<file path="config.mk">
export PLATFORM = sky130hd
export DESIGN_NAME = ahb_to_axi4_top
export DESIGN_NICKNAME = d
export VERILOG_FILES = /design/src/ahb_axi_pkg.sv /design/src/ahb_cmd_capture.sv /design/src/ahb_bridge_fsm.sv /design/src/axi_channel_drive.sv /design/src/ahb_to_axi4_top.sv
export VERILOG_INCLUDE_DIRS = /design/src
export SDC_FILE = /design/constraint.sdc
export NUM_CORES = 1
export LEC_CHECK = 0
export ABC_AREA = 0
export ABC_CLOCK_PERIOD_IN_PS = 2200
export BUFFER_PORTS_ARGS = -buffer_cell sky130_fd_sc_hd__buf_4
export CAP_MARGIN = 20
export CORE_AREA = 2 2 114 116
export CTS_BUF_LIST = sky130_fd_sc_hd__clkbuf_16
export CTS_CLUSTER_SIZE = 10
export DETAILED_ROUTE_END_ITERATION = 8
export DIE_AREA = 0 0 116 118
export GPL_ROUTABILITY_DRIVEN = 0
export HOLD_SLACK_MARGIN = 0.05
export MAX_ROUTING_LAYER = met4
export PLACE_DENSITY_LB_ADDON = 0.25
export SLEW_MARGIN = 20
export SYNTH_ARGS = -nofsm -noshare
export SYNTH_HDL_FRONTEND = slang
export SYNTH_SLANG_ARGS = --single-unit
export TNS_END_PERCENT = 5
</file>
<file path="constraint.sdc">
create_clock -name clk -period 2.2 [get_ports clk]
set_input_delay 0.11 -clock clk [delete_from_list [all_inputs] [get_ports clk]]
set_output_delay 0.11 -clock clk [all_outputs]
set_load 0.005 [all_outputs]
</file>
<file path="src/ahb_axi_defs.svh">
// widths and fixed AXI field values for the AHB-Lite to AXI4 bridge
// included by the package, the RTL and the testbench
`ifndef AHB_AXI_DEFS_SVH
`define AHB_AXI_DEFS_SVH

// ******************************
// data path
// ******************************
`define AHB_ADDR_W      32
`define AHB_DATA_W      32
`define AHB_STRB_W      4

// ******************************
// AXI constants
// ******************************
`define AXI_ID_W        1
`define AXI_LEN_SINGLE  8'd0     // one beat per transaction
`define AXI_BURST_INCR  2'b01

`endif

</file>
<file path="src/ahb_axi_pkg.sv">
// shared types of the AHB-Lite to AXI4 single-transfer bridge
// compile before the RTL, modules refer to the types by scoped names
`include "ahb_axi_defs.svh"

package ahb_axi_pkg;

   typedef enum logic [1:0] {
      TRANS_IDLE   = 2'b00,
      TRANS_BUSY   = 2'b01,
      TRANS_NONSEQ = 2'b10,
      TRANS_SEQ    = 2'b11
   } htrans_e;

   typedef enum logic [2:0] {
      SIZE_BYTE = 3'b000,
      SIZE_HALF = 3'b001,
      SIZE_WORD = 3'b010
   } hsize_e;

   typedef enum logic [1:0] {
      RESP_OKAY   = 2'b00,
      RESP_EXOKAY = 2'b01,
      RESP_SLVERR = 2'b10,
      RESP_DECERR = 2'b11
   } axi_resp_e;

   // ******************************
   // AHB side
   // ******************************
   typedef struct packed {
      logic                   sel;
      logic                   readyin;
      htrans_e                trans;
      logic                   write;
      hsize_e                 size;
      logic [3:0]             prot;
      logic [`AHB_ADDR_W-1:0] addr;
   } ahb_in_t;

   typedef struct packed {
      logic [`AHB_ADDR_W-1:0] addr;
      hsize_e                 size;
      logic                   write;
      logic [2:0]             prot;        // already in AXI order
      logic [`AHB_STRB_W-1:0] strb;
      logic                   misaligned;
   } ahb_cmd_t;

   // ******************************
   // AXI channels
   // ******************************
   typedef struct packed {
      logic [`AXI_ID_W-1:0]   id;
      logic [`AHB_ADDR_W-1:0] addr;
      logic [7:0]             len;
      logic [2:0]             size;
      logic [1:0]             burst;
      logic [2:0]             prot;
   } axi_ax_t;                             // shared by AW and AR

   typedef struct packed {
      logic [`AHB_DATA_W-1:0] data;
      logic [`AHB_STRB_W-1:0] strb;
      logic                   last;
   } axi_w_t;

   typedef struct packed {
      logic [`AXI_ID_W-1:0]   id;
      axi_resp_e              resp;
   } axi_b_t;

   typedef struct packed {
      logic [`AXI_ID_W-1:0]   id;
      logic [`AHB_DATA_W-1:0] data;
      axi_resp_e              resp;
      logic                   last;
   } axi_r_t;

endpackage

</file>
<file path="src/ahb_cmd_capture.sv">
// accepts an AHB address phase and registers it as a bridge command
// strobes, the alignment flag and the AXI prot bits are worked out here
`timescale 1ns/1ps
`include "ahb_axi_defs.svh"

module ahb_cmd_capture (
   input  logic                  clk,
   input  logic                  rst_l,
   input  ahb_axi_pkg::ahb_in_t  ahb_in,
   input  logic                  hreadyout,
   output ahb_axi_pkg::ahb_cmd_t cmd,
   output logic                  cmd_vld
);

   logic                   accept;
   logic                   active_trans;
   logic [`AHB_STRB_W-1:0] strb;
   logic                   misaligned;
   ahb_axi_pkg::ahb_cmd_t  cmd_d;

   // NONSEQ and SEQ both start an independent single transfer
   assign active_trans = (ahb_in.trans == ahb_axi_pkg::TRANS_NONSEQ) ||
                         (ahb_in.trans == ahb_axi_pkg::TRANS_SEQ);
   assign accept       = ahb_in.sel & ahb_in.readyin & active_trans & hreadyout;

   always_comb begin
      strb       = '0;
      misaligned = 1'b0;
      case (ahb_in.size)
         ahb_axi_pkg::SIZE_BYTE: strb = 4'b0001 << ahb_in.addr[1:0];
         ahb_axi_pkg::SIZE_HALF: begin
            strb       = 4'b0011 << ahb_in.addr[1:0];
            misaligned = ahb_in.addr[0];
         end
         ahb_axi_pkg::SIZE_WORD: begin
            strb       = 4'b1111;
            misaligned = |ahb_in.addr[1:0];
         end
         default: misaligned = 1'b1;     // wider than the 32-bit path, reject too
      endcase
   end

   always_comb begin
      cmd_d.addr       = ahb_in.addr;
      cmd_d.size       = ahb_in.size;
      cmd_d.write      = ahb_in.write;
      // axi prot is {instruction, non-secure, privileged}
      cmd_d.prot       = {~ahb_in.prot[0], 1'b0, ahb_in.prot[1]};
      cmd_d.strb       = strb;
      cmd_d.misaligned = misaligned;
   end

   always_ff @(posedge clk or posedge rst_l) begin
      if (rst_l) begin
         cmd_vld <= 1'b0;
      end else begin
         cmd_vld <= accept;              // one cycle per accepted phase
      end
   end

   always_ff @(posedge clk) begin
      if (accept) begin
         cmd <= cmd_d;
      end
   end

endmodule

</file>
<file path="src/ahb_bridge_fsm.sv">
// AHB data-phase control of the bridge
// stalls with hreadyout low until the AXI side reports done, then
// finishes with OKAY or with the two-cycle ERROR response
`timescale 1ns/1ps
`include "ahb_axi_defs.svh"

module ahb_bridge_fsm (
   input  logic                   clk,
   input  logic                   rst_l,
   input  ahb_axi_pkg::ahb_cmd_t  cmd,
   input  logic                   cmd_vld,
   input  logic                   done,
   input  logic                   done_err,
   input  logic [`AHB_DATA_W-1:0] done_rdata,
   output logic                   issue,
   output logic                   hreadyout,
   output logic                   hresp,
   output logic [`AHB_DATA_W-1:0] hrdata
);

   typedef enum logic [2:0] {
      IDLE     = 3'd0,
      WAIT_AXI = 3'd1,
      ERR1     = 3'd2,
      ERR2     = 3'd3,
      DONE     = 3'd4
   } state_t;

   state_t state;
   state_t state_nxt;

   // ******************************
   // next state
   // ******************************
   always_comb begin
      state_nxt = state;
      case (state)
         IDLE: begin
            if (cmd_vld) begin
               state_nxt = cmd.misaligned ? ERR1 : WAIT_AXI;
            end
         end
         WAIT_AXI: begin
            if (done) begin
               state_nxt = done_err ? ERR1 : DONE;
            end
         end
         ERR1:    state_nxt = ERR2;
         ERR2:    state_nxt = IDLE;
         DONE:    state_nxt = IDLE;
         default: state_nxt = IDLE;
      endcase
   end

   always_ff @(posedge clk or posedge rst_l) begin
      if (rst_l) begin
         state <= IDLE;
      end else begin
         state <= state_nxt;
      end
   end

   // ******************************
   // AHB outputs
   // ******************************
   // a misaligned command never goes out on AXI
   assign issue = (state == IDLE) & cmd_vld & ~cmd.misaligned;

   always_comb begin
      hreadyout = 1'b0;
      hresp     = 1'b0;
      case (state)
         IDLE:    hreadyout = ~cmd_vld;  // first data-phase cycle is a wait state
         ERR1:    hresp     = 1'b1;
         ERR2: begin
            hreadyout = 1'b1;
            hresp     = 1'b1;
         end
         DONE:    hreadyout = 1'b1;
         default: hreadyout = 1'b0;
      endcase
   end

   // read data is held so it is valid in the DONE cycle
   always_ff @(posedge clk) begin
      if (done & ~cmd.write) begin
         hrdata <= done_rdata;
      end
   end

endmodule

</file>
<file path="src/axi_channel_drive.sv">
// AXI4 master side of the bridge, one single-beat transaction at a time
// an issue pulse raises AW and W or AR; B or R completes the transfer
`timescale 1ns/1ps
`include "ahb_axi_defs.svh"

module axi_channel_drive (
   input  logic                   clk,
   input  logic                   rst_l,
   input  ahb_axi_pkg::ahb_cmd_t  cmd,
   input  logic                   issue,
   input  logic [`AHB_DATA_W-1:0] hwdata,
   output ahb_axi_pkg::axi_ax_t   aw,
   output logic                   aw_valid,
   input  logic                   aw_ready,
   output ahb_axi_pkg::axi_w_t    w,
   output logic                   w_valid,
   input  logic                   w_ready,
   input  ahb_axi_pkg::axi_b_t    b,
   input  logic                   b_valid,
   output logic                   b_ready,
   output ahb_axi_pkg::axi_ax_t   ar,
   output logic                   ar_valid,
   input  logic                   ar_ready,
   input  ahb_axi_pkg::axi_r_t    r,
   input  logic                   r_valid,
   output logic                   r_ready,
   output logic                   done,
   output logic                   done_err,
   output logic [`AHB_DATA_W-1:0] done_rdata
);

   logic                   wr_pend;      // write issued, B not taken yet
   logic                   rd_pend;      // read issued, R not taken yet
   logic [`AHB_DATA_W-1:0] wdata_q;
   logic                   b_fire;
   logic                   r_fire;
   logic                   b_err;
   logic                   r_err;

   // ******************************
   // payloads
   // ******************************
   always_comb begin
      aw.id    = '0;
      aw.addr  = cmd.addr;
      aw.len   = `AXI_LEN_SINGLE;
      aw.size  = cmd.size;
      aw.burst = `AXI_BURST_INCR;
      aw.prot  = cmd.prot;
   end

   assign ar = aw;                       // both address channels carry the same fields

   always_comb begin
      w.data = wdata_q;
      w.strb = cmd.strb;
      w.last = 1'b1;                     // single beat
   end

   // hwdata belongs to the data phase that issues the write
   always_ff @(posedge clk) begin
      if (issue & cmd.write) begin
         wdata_q <= hwdata;
      end
   end

   // ******************************
   // handshakes
   // ******************************
   assign b_fire = b_valid & b_ready;
   assign r_fire = r_valid & r_ready;

   always_ff @(posedge clk or posedge rst_l) begin
      if (rst_l) begin
         aw_valid <= 1'b0;
         w_valid  <= 1'b0;
         ar_valid <= 1'b0;
         b_ready  <= 1'b0;
         r_ready  <= 1'b0;
         wr_pend  <= 1'b0;
         rd_pend  <= 1'b0;
      end else begin
         if (issue & cmd.write) begin
            aw_valid <= 1'b1;
            w_valid  <= 1'b1;
            wr_pend  <= 1'b1;
         end else begin
            if (aw_valid & aw_ready) aw_valid <= 1'b0;   // AW and W finish on their own
            if (w_valid & w_ready)   w_valid  <= 1'b0;
         end

         if (issue & ~cmd.write) begin
            ar_valid <= 1'b1;
            rd_pend  <= 1'b1;
         end else if (ar_valid & ar_ready) begin
            ar_valid <= 1'b0;
         end

         // B is only taken once both AW and W are through
         if (b_fire) begin
            b_ready <= 1'b0;
            wr_pend <= 1'b0;
         end else if (wr_pend & ~aw_valid & ~w_valid) begin
            b_ready <= 1'b1;
         end

         if (r_fire) begin
            r_ready <= 1'b0;
            rd_pend <= 1'b0;
         end else if (rd_pend & ~ar_valid) begin
            r_ready <= 1'b1;
         end
      end
   end

   // ******************************
   // completion
   // ******************************
   assign b_err = (b.resp == ahb_axi_pkg::RESP_SLVERR) | (b.resp == ahb_axi_pkg::RESP_DECERR);
   assign r_err = (r.resp == ahb_axi_pkg::RESP_SLVERR) | (r.resp == ahb_axi_pkg::RESP_DECERR);

   assign done       = b_fire | r_fire;
   assign done_err   = (b_fire & b_err) | (r_fire & r_err);
   assign done_rdata = r.data;

endmodule

</file>
<file path="src/ahb_to_axi4_top.sv">
// top level of the AHB-Lite slave to AXI4 master bridge
// single transfers only, one in flight at a time
`timescale 1ns/1ps
`include "ahb_axi_defs.svh"

module ahb_to_axi4_top (
   input  logic                   clk,
   input  logic                   rst_l,
   input  ahb_axi_pkg::ahb_in_t   ahb_in,
   input  logic [`AHB_DATA_W-1:0] hwdata,
   output logic [`AHB_DATA_W-1:0] hrdata,
   output logic                   hreadyout,
   output logic                   hresp,
   output ahb_axi_pkg::axi_ax_t   aw,
   output logic                   aw_valid,
   input  logic                   aw_ready,
   output ahb_axi_pkg::axi_w_t    w,
   output logic                   w_valid,
   input  logic                   w_ready,
   input  ahb_axi_pkg::axi_b_t    b,
   input  logic                   b_valid,
   output logic                   b_ready,
   output ahb_axi_pkg::axi_ax_t   ar,
   output logic                   ar_valid,
   input  logic                   ar_ready,
   input  ahb_axi_pkg::axi_r_t    r,
   input  logic                   r_valid,
   output logic                   r_ready
);

   ahb_axi_pkg::ahb_cmd_t  cmd;
   logic                   cmd_vld;
   logic                   issue;
   logic                   done;
   logic                   done_err;
   logic [`AHB_DATA_W-1:0] done_rdata;

   ahb_cmd_capture capture0 (
      .clk       (clk),
      .rst_l     (rst_l),
      .ahb_in    (ahb_in),
      .hreadyout (hreadyout),
      .cmd       (cmd),
      .cmd_vld   (cmd_vld)
   );

   ahb_bridge_fsm fsm0 (
      .clk        (clk),
      .rst_l      (rst_l),
      .cmd        (cmd),
      .cmd_vld    (cmd_vld),
      .done       (done),
      .done_err   (done_err),
      .done_rdata (done_rdata),
      .issue      (issue),
      .hreadyout  (hreadyout),
      .hresp      (hresp),
      .hrdata     (hrdata)
   );

   axi_channel_drive drive0 (
      .clk        (clk),
      .rst_l      (rst_l),
      .cmd        (cmd),
      .issue      (issue),
      .hwdata     (hwdata),
      .aw         (aw),
      .aw_valid   (aw_valid),
      .aw_ready   (aw_ready),
      .w          (w),
      .w_valid    (w_valid),
      .w_ready    (w_ready),
      .b          (b),
      .b_valid    (b_valid),
      .b_ready    (b_ready),
      .ar         (ar),
      .ar_valid   (ar_valid),
      .ar_ready   (ar_ready),
      .r          (r),
      .r_valid    (r_valid),
      .r_ready    (r_ready),
      .done       (done),
      .done_err   (done_err),
      .done_rdata (done_rdata)
   );

endmodule

</file>
==> run metrics, run 1 <==
switching power 0.001415 W; outcome complete, no violations; Critical path origin fsm0.state[1]$_DFFE_PP0P_; register area 0.003488 sq mm; Initial DRC Count 150; Sequential Power Share 42.7%; mean post-synth cell area 16.37 sq um; Via Count 3234; maximum vdd drop 0.6638 mV; reg2reg start fsm0.state[1]$_DFFE_PP0P_; Critical Path Source Type register; Yosys warning count 0; Port Buf Inserts 262; DP HPWL 7397 um; Clock power frac 42.2%; Layout Skew 0.006838 ns; area post-placement 0.006178 sq mm; top-level I/O count 296; Cell Pwr Density 832.9 mW/mm^2; area delta synth->final 68.38%; CP max FO 25; post-CTS setup buffer count 0; CTS buffer count 17; final WL 11350 um; Min Clock Period, post-route 1.725 ns; H-tree depth 4; arrival time at the worst endpoint 1.80 ns; min-delay src r[2]; Initial Util 37.58%; Final Power 0.006543 W; Setup violations, final 0; gr usage total 16.84%; std cell rows 41; worst-case reg-to-reg path depth 4; Slew Viols, Final 0; FILL cells 953; Comb pwr share 15.1%; Hold Path Stages 3; final setup margin 0.4750 ns; ratio of cells with drive above 1 in the final layout 49.10%; Die Height 118 um; RSZ-0062 raised after global routing false; Placed Instances 641; footprint of the multi-input gates 444.2 sq um; Seq/Total Area, Yosys 74.77%; internal power 0.005129 W; cts hold-fix bufs 108; clk_lat worst skew 0.41 ns; clock-pin transition on the worst setup and hold timing paths 0.05 ns; vias in the first global route 3346; Post-Synthesis Cells 285; via/cell ratio 4.141; final design instance area without fill 0.007856 sq mm; Sum Neg Setup Slack 0 ns; Worst Hold Class primary input to register; die area 0.01369 sq mm; final cell count without fillers 781; Avg WL per Cell 14.53 um; Worst Setup End Kind register; die width 116 um; wire length of the first global-routing pass 16700 um; flop2flop setup slack 0.48 ns; Final Hold Vio Count 0; Core Region 0.01241 sq mm; Fmax achieved 579.7 MHz; Cell variety after synth 34; initial antenna violation count 0; reg2reg end capture0.cmd[7]$_DFFE_PP_; Resize count post-CTS 0; Crit path required time 2.27 ns; switching share of power 21.62%; TritonCTS clock tree done; root buf cell clkbuf_16; FF+latch count, synth 118; n_diodes 0; DRC viols 0; Leak Pwr 3.390 nW; Hold EP fsm0.state[2]$_DFFE_PP0P_; largest net degree at the start of global routing 34; grt ovf 0; # nets final 718; CP Class register to register; post-route ant nets 0; max cap viols 0; First-pass DRT Iterations 5; CTS Buffer Depth 2; CTS sink count 118; Netlist Area Pre-Place 0.004666 sq mm; pre-CTS setup slack 0.4675 ns; crit share post-route 78.41%
how the worst max path moves through the flow:
stage,endpoint,slack [ns],cells after the start
6_report,capture0.cmd[7]$_DFFE_PP_,0.48,4
4_1_cts,capture0.cmd[7]$_DFFE_PP_,0.46,4
5_1_grt,capture0.cmd[37]$_DFFE_PP_,0.36,4
2_1_floorplan,drive0.wdata_q[0]$_DFFE_PP_,0.35,4
3_5_place_dp,capture0.cmd[7]$_DFFE_PP_,0.47,4
3_3_place_gp,capture0.cmd[37]$_DFFE_PP_,0.53,4
critical path: stages (launching register included):
cell and delay [ns]:
dfrtp_1 0.50, nor2b_4 0.22, a22o_4 0.14, and4_4 0.22, buf_4 0.30
metal layers:
metal  GRT usage (%)  routed length (um)  vias up
met3           5.561                 868       18
met2           29.35                6228      167
met1           17.02                4029     1536
met5               -                   0        -
li1                -                   -     1513
met4           7.292                 223        0
cell usage in the layout, fill, tap and decap left out, types with 3 or more instances in the layout:
master,instances
clkbuf_16,17
a21oi_1,6
nand2b_1,3
buf_4,266
bufinv_16,4
nor2_1,6
inv_1,13
dfrtp_1,11
edfxtp_1,107
conb_1,25
nor3_1,3
clkinv_1,3
dlygate4sd3_1,108
o21ai_0,4
synthesized netlist by cell type:
cell       count  area share (%)
a21o_1         1            0.16
a21oi_1        6            0.64
nor3_1         3            0.32
a22oi_1        1            0.16
mux2i_1        1            0.21
a41oi_1        1            0.19
and4_4         1            0.24
o211a_1        1            0.21
and3_1         1            0.13
nand3_2        1            0.21
or3_1          1            0.13
nand3b_1       2            0.32
dfrtp_1       11             5.9
a2111oi_2      1            0.32
nand2b_1       3            0.40
nor4_1         1            0.13
a22o_4         1            0.38
nor2b_4        1            0.29
o22ai_1        1            0.13
nand2_1        1           0.080
o21ai_0        4            0.43
inv_1          9            0.72
nand3_1        2            0.21
o21bai_1       1            0.16
buf_4        105              17
a2bb2oi_2      1            0.32
edfxtp_1     107              69
nor2b_1        2            0.27
a32o_1         1            0.21
o21a_1         2            0.32
conb_1         2            0.16
nand4_1        1            0.13
nor2_2         1            0.13
nor2_1         7            0.56
cell type report:
| type | count | share of cell area [%] |
|---|---|---|
| Tap cell | 172 | 2.739 |
| Sequential cell | 118 | 44.40 |
| Multi-Input combinational cell | 76 | 5.654 |
| Clock buffer | 17 | 5.415 |
| Inverter | 9 | 0.4300 |
| Timing Repair Buffer | 374 | 39.18 |
| Clock inverter | 15 | 2.182 |
power groups by stage:
| stage | Combinational [W] | Clock, W | Sequential (W) |
|---|---|---|---|
| after floorplan | 0.000500 | 0 | 0.00279 |
| after global placement | 0.000809 | 0 | 0.00283 |
| after detailed placement | 0.000827 | 0 | 0.00284 |
| after CTS | 0.000993 | 0.00283 | 0.00279 |
| after global routing | 0.00107 | 0.00295 | 0.00282 |
| final | 0.000989 | 0.00276 | 0.00279 |
stage by stage:
step	util [%]	hold slack [ns]
floorplan	-	-0.03756
global placement	49.77	0.1432
detailed placement	49.77	0.1498
CTS	63.28	0.06508
global route	63.28	0.08601
finish	63.28	0.08471
state kept, by name, summed over array words and instances, names as in the netlist, 3 cells and up:
signal	count
capture0.cmd	43
drive0.wdata_q	32
fsm0.hrdata	32
fsm0.state	3
kinds of logic (layout without fill, tap and decap cells):
kind of cell           Yosys count  after routing  synth area share [%]
AOI/OAI and AO/OA               22             22                 3.647
buffers and inverters          114            415                 17.62
DFF                            118            118                 74.77
muxes                            1              1                0.2145
other                            2             25                0.1610
and+or+nand+nor                 28             28                 3.594
Power figures use the tool's default switching activity.
==> run 2, diff against run 1 <==
- ABC_CLOCK_PERIOD_IN_PS: 2200 -> 1600
- clock period: 2.2 -> 1.6 ns (I/O delays scaled with it)
==> run 2 against run 1 <==
  * Clock-buffer cell count unchanged
  * Global-route usage up 0.28 points
  * Critical path depth decreased by 3
  * Maximum frequency increased by 12%
  * Non-clock buffer count up 8
  * Worst setup slack got worse by 0.41 ns
  * Register-to-register slack lost 0.41 ns
  * Combinational power rose by 51%
  * Die area unchanged
==> run metrics, run 2 (synthesis gave the netlist of run 1 again) <==
final WL 11570 um; DP HPWL 7455 um; top-level I/O count 296; initial antenna violation count 0; Sum Neg Setup Slack 0 ns; most common cell after layout, fill and taps aside buf_4; Initial Util 37.58%; crit path cell chain nor2_4; Worst Setup End Kind register; CP top delay family simple AND/OR/NAND/NOR gates; Least-Margin Pin Slew 0.8716 ns; Core Region 0.01241 sq mm; vias in the first global route 3324; max cap viols 0; crit path to fsm0.hrdata[5]$_DFFE_PP_; CP max FO 32; Initial DRC Count 113; arrival time at the worst endpoint 1.57 ns; Slew headroom 41.75%; largest net degree at the start of global routing 37; Via Count 3249; DRC viols 0; CP Class register to register; CTS buffer count 17; CTS Buffer Depth 2; reg2reg start capture0.cmd[8]$_DFFE_PP_; Final Hold Vio Count 0; CP bufs+invs 0; flip-flop count of the largest register after layout 43; reg2reg end fsm0.hrdata[5]$_DFFE_PP_; crit share post-route 96.20%; Final Power 0.008980 W; Worst Hold Class primary input to register; Crit path required time 1.63 ns; Critical path origin capture0.cmd[8]$_DFFE_PP_; cell count along the critical path 1; CTS sink count 118; n_diodes 0; Die Height 118 um; Avg WL per Cell 14.67 um; worst-case reg-to-reg path depth 1; Critical Path Source Type register; root buf cell clkbuf_16; CP max stage cell nor2_4; most frequent cells in the layout buf_4, dlygate4sd3_1, edfxtp_1; Fin Hold WS 0.08935 ns; outcome complete, no violations; clk_lat worst skew 0.41 ns; post-route ant nets 0; utilization after layout 63.95%; grt ovf 0; Layout Skew 0.004241 ns; ratio of cells with drive above 1 in the final layout 50.57%; # nets final 726; Setup violations, final 0; die width 116 um; Slew Viols, Final 0; RSZ-0062 raised after global routing true; gr usage total 17.12%; slowest stage delay, CP 0.71 ns; Biggest register capture0.cmd; area delta synth->final 70.15%; clock-pin transition on the worst setup and hold timing paths 0.05 ns; TritonCTS clock tree done; std cell rows 41; Fmax achieved 649.7 MHz; Min Clock Period, post-route 1.539 ns; H-tree depth 4; Port Buf Inserts 262; Leak Pwr 3.422 nW; maximum vdd drop 0.7313 mV; Cell Pwr Density 1131 mW/mm^2; wire length of the first global-routing pass 16880 um; First-pass DRT Iterations 4; largest registers capture0.cmd: 43 flops, drive0.wdata_q: 32 flops, fsm0.hrdata: 32 flops; via/cell ratio 4.118; die area 0.01369 sq mm; flop2flop setup slack 0.06 ns
-- run 2: cell types whose count changed in the layout (fill, tap and decap cells not counted), moves of 2 or more --
cell / previous run / this run
buf_4: 266 / 271
clkinv_1: 3 / 0
clkinv_2: 2 / 5
buf_12: 0 / 2
-- run 2: stage by stage --
step | instance area [sq um] | instances | worst slack, ns
2_1_floorplan | 4763 | 308 | -0.02854
3_3_place_gp | 6265 | 648 | 0.05586
3_5_place_dp | 6265 | 648 | 0.02081
4_1_cts | 7930 | 789 | 0.02785
5_1_grt | 7939 | 789 | -0.03179
6_report | 7939 | 789 | 0.06081
-- run 2: what timing repair did --
item,CTS,global route
hold buffers,109,0
endpoints found under the hold margin,126,0
setup buffers,0,0
gates resized for setup,0,3
setup endpoints to repair,0,100
-- run 2: where the power goes --
| part | leakage [nW] | internal (W) | switching (W) | total, W |
|---|---|---|---|---|
| registers | 1.12 | 0.00367 | 0.000146 | 0.00382 |
| clock network | 0.298 | 0.00240 | 0.00127 | 0.00367 |
| logic | 2.00 | 0.000917 | 0.000575 | 0.00149 |
-- run 2: worst min path at each step --
stage               startpoint                          end  slack, ns  cells past startpoint
finish                    b[1]    fsm0.state[2]$_DFFE_PP0P_       0.09                      3
floorplan                rst_l   capture0.cmd_vld$_DFF_PP0_      -0.07                      1
CTS                       b[1]    fsm0.state[2]$_DFFE_PP0P_       0.07                      3
global route              b[1]    fsm0.state[2]$_DFFE_PP0P_       0.10                      3
global placement         rst_l  drive0.aw_valid$_DFFE_PP0P_       0.12                      2
detailed placement       rst_l   drive0.w_valid$_DFFE_PP0P_       0.12                      2
-- run 2: final cells by class --
cell class | instances | area, sq um
multi-input cells | 76 | 456.7
fillers | 932 | 4476
clock buffers | 17 | 425.4
repair buffers | 382 | 3166
inverters | 9 | 37.54
well taps | 172 | 215.2
flip-flops and latches | 118 | 3490
clock inverters | 15 | 148.9
-- run 2: routing by layer --
layer | global-route usage [%] | wire (um) | up-vias
met5 | - | 0 | -
met4 | 7.143 | 235 | 0
met3 | 5.304 | 884 | 19
met2 | 30.56 | 6397 | 161
met1 | 16.99 | 4056 | 1540
li1 | - | - | 1529
==> run 3, diff against run 2 <==
- REMOVE_ABC_BUFFERS: default -> 1
- SKIP_CTS_REPAIR_TIMING: default -> 1
- SLEW_MARGIN: 20 -> default
==> run 3 against run 2 <==
  * Sequential cell count is the same
  * Maximum frequency grew 0.83%
  * Largest power group unchanged
  * Utilization barely moved
  * Power rose by 0.47%
  * Clock skew increased by 0.0050 ns
  * Clock-buffer cell count is the same
  * Die area is the same
  * Sequential power is essentially flat
  * Global-route usage decreased by 1.5 points
  * Design area barely moved
  * Combinational power decreased by 3%
  * Hold slack lost 0.029 ns
==> run metrics, run 3 (synthesis gave the netlist of run 1 again) <==
outcome complete, no violations; grt ovf 0; pre-CTS setup slack 0.02553 ns; crit share post-route 95.41%; Crit path required time 1.70 ns; reg2reg start fsm0.state[2]$_DFFE_PP0P_; worst-case reg-to-reg path depth 4; std cell rows 41; final WL 12150 um; First-pass DRT Iterations 4; final cell count without fillers 786; final setup margin 0.07346 ns; FILL cells 915; Min Clock Period, post-route 1.527 ns; CP Class register to register; Leak Pwr 3.418 nW; H-tree depth 4; most frequent cells in the layout buf_4, dlygate4sd3_1, edfxtp_1; Critical Path Source Type register; TritonCTS clock tree done; Comb pwr share 16.0%; largest net degree at the start of global routing 33; Fmax achieved 655.1 MHz; Port Buf Inserts 262; Slew Viols, Final 0; Initial DRC Count 211; Hold EP fsm0.state[2]$_DFFE_PP0P_; maximum vdd drop 0.5732 mV; flip-flop count of the largest register after layout 43; Layout Skew 0.009271 ns; CP max FO 24; clock-pin transition on the worst setup and hold timing paths 0.05 ns; utilization after layout 63.94%; footprint of the multi-input gates 446.7 sq um; internal power 0.006985 W; Final Hold Vio Count 0; CTS buffer count 17; die width 116 um; post-route ant nets 0; initial antenna violation count 0; switching power 0.002037 W; area delta synth->final 70.13%; Hold Path Stages 3; die area 0.01369 sq mm; clk_lat worst skew 0.40 ns; Die Height 118 um; Worst Hold Class primary input to register; max cap viols 0; DRC viols 0; reg2reg end capture0.cmd[21]$_DFFE_PP_; Biggest register capture0.cmd; flop2flop setup slack 0.07 ns; n_diodes 0; arrival time at the worst endpoint 1.63 ns; Core Region 0.01241 sq mm; Sequential Power Share 42.5%; RSZ-0062 raised after global routing true; via/cell ratio 4.145; vias in the first global route 2757; most common cell after layout, fill and taps aside buf_4; CTS sink count 118; Sum Neg Setup Slack 0 ns; register area 0.003491 sq mm; # nets final 724; Placed Instances 646; top-level I/O count 296; Via Count 3258; Avg WL per Cell 15.46 um; largest registers capture0.cmd: 43 flops, drive0.wdata_q: 32 flops, fsm0.hrdata: 32 flops; Initial Util 37.58%; ratio of cells with drive above 1 in the final layout 50.65%; switching share of power 22.58%; wire length of the first global-routing pass 14970 um; min-delay src b[1]; Cell Pwr Density 1137 mW/mm^2; root buf cell clkbuf_16; DP HPWL 8147 um; Setup violations, final 0; Final Power 0.009022 W; CTS Buffer Depth 2; gr usage total 15.59%; Worst Setup End Kind register; Clock power frac 41.5%
## run 3: layout make-up
cell class	instances	area share [%]
clock buffer	17	5.359
tap	172	2.711
sequential	118	43.98
inverter	9	0.4256
timing repair buffer	380	39.85
clock inverter	14	2.049
multi-input combinational	76	5.627
## run 3: worst max-delay path by stage
stage                     slack, ns  cells after the start                            to                       start
after CTS                      0.02                      4  drive0.wdata_q[29]$_DFFE_PP_   fsm0.state[2]$_DFFE_PP0P_
after detailed placement       0.03                      4  drive0.wdata_q[20]$_DFFE_PP_   fsm0.state[2]$_DFFE_PP0P_
after floorplan               -0.77                      2      fsm0.hrdata[0]$_DFFE_PP_  drive0.b_ready$_DFFE_PP0P_
after global routing        -0.0006                      4  drive0.wdata_q[31]$_DFFE_PP_   fsm0.state[1]$_DFFE_PP0P_
after global placement         0.06                      4    capture0.cmd[34]$_DFFE_PP_   fsm0.state[2]$_DFFE_PP0P_
final                          0.07                      4    capture0.cmd[21]$_DFFE_PP_   fsm0.state[2]$_DFFE_PP0P_
## run 3: critical path, stage by stage (launching register included)
cell	delay (ns)
dfrtp_2	0.47
nor2b_4	0.15
a22o_4	0.15
and4_4	0.27
buf_12	0.19
## run 3: stage by stage
| stage | hold slack, ns | instance area (sq um) |
|---|---|---|
| 6_report | 0.06022 | 7938 |
| 5_1_grt | 0.06576 | 7938 |
| 4_1_cts | -0.3113 | 6842 |
| 3_5_place_dp | 0.1300 | 6254 |
| 3_3_place_gp | 0.1170 | 6254 |
| 2_1_floorplan | -0.06756 | 3964 |
## run 3: routing by layer
metal	global-route usage [%]	share of wire [%]
met2	24.63	51
met1	17.15	38
met3	6.849	9.6
met5	-	0
met4	6.399	1.5
## run 3: power groups by stage
stage	clock, W	sequential, W	combinational [W]
global placement	0	0.00387	0.00122
floorplan	0	0.00391	0.000373
global route	0.00400	0.00386	0.00156
finish	0.00375	0.00383	0.00144
CTS	0.00383	0.00383	0.00123
detailed placement	0	0.00388	0.00123
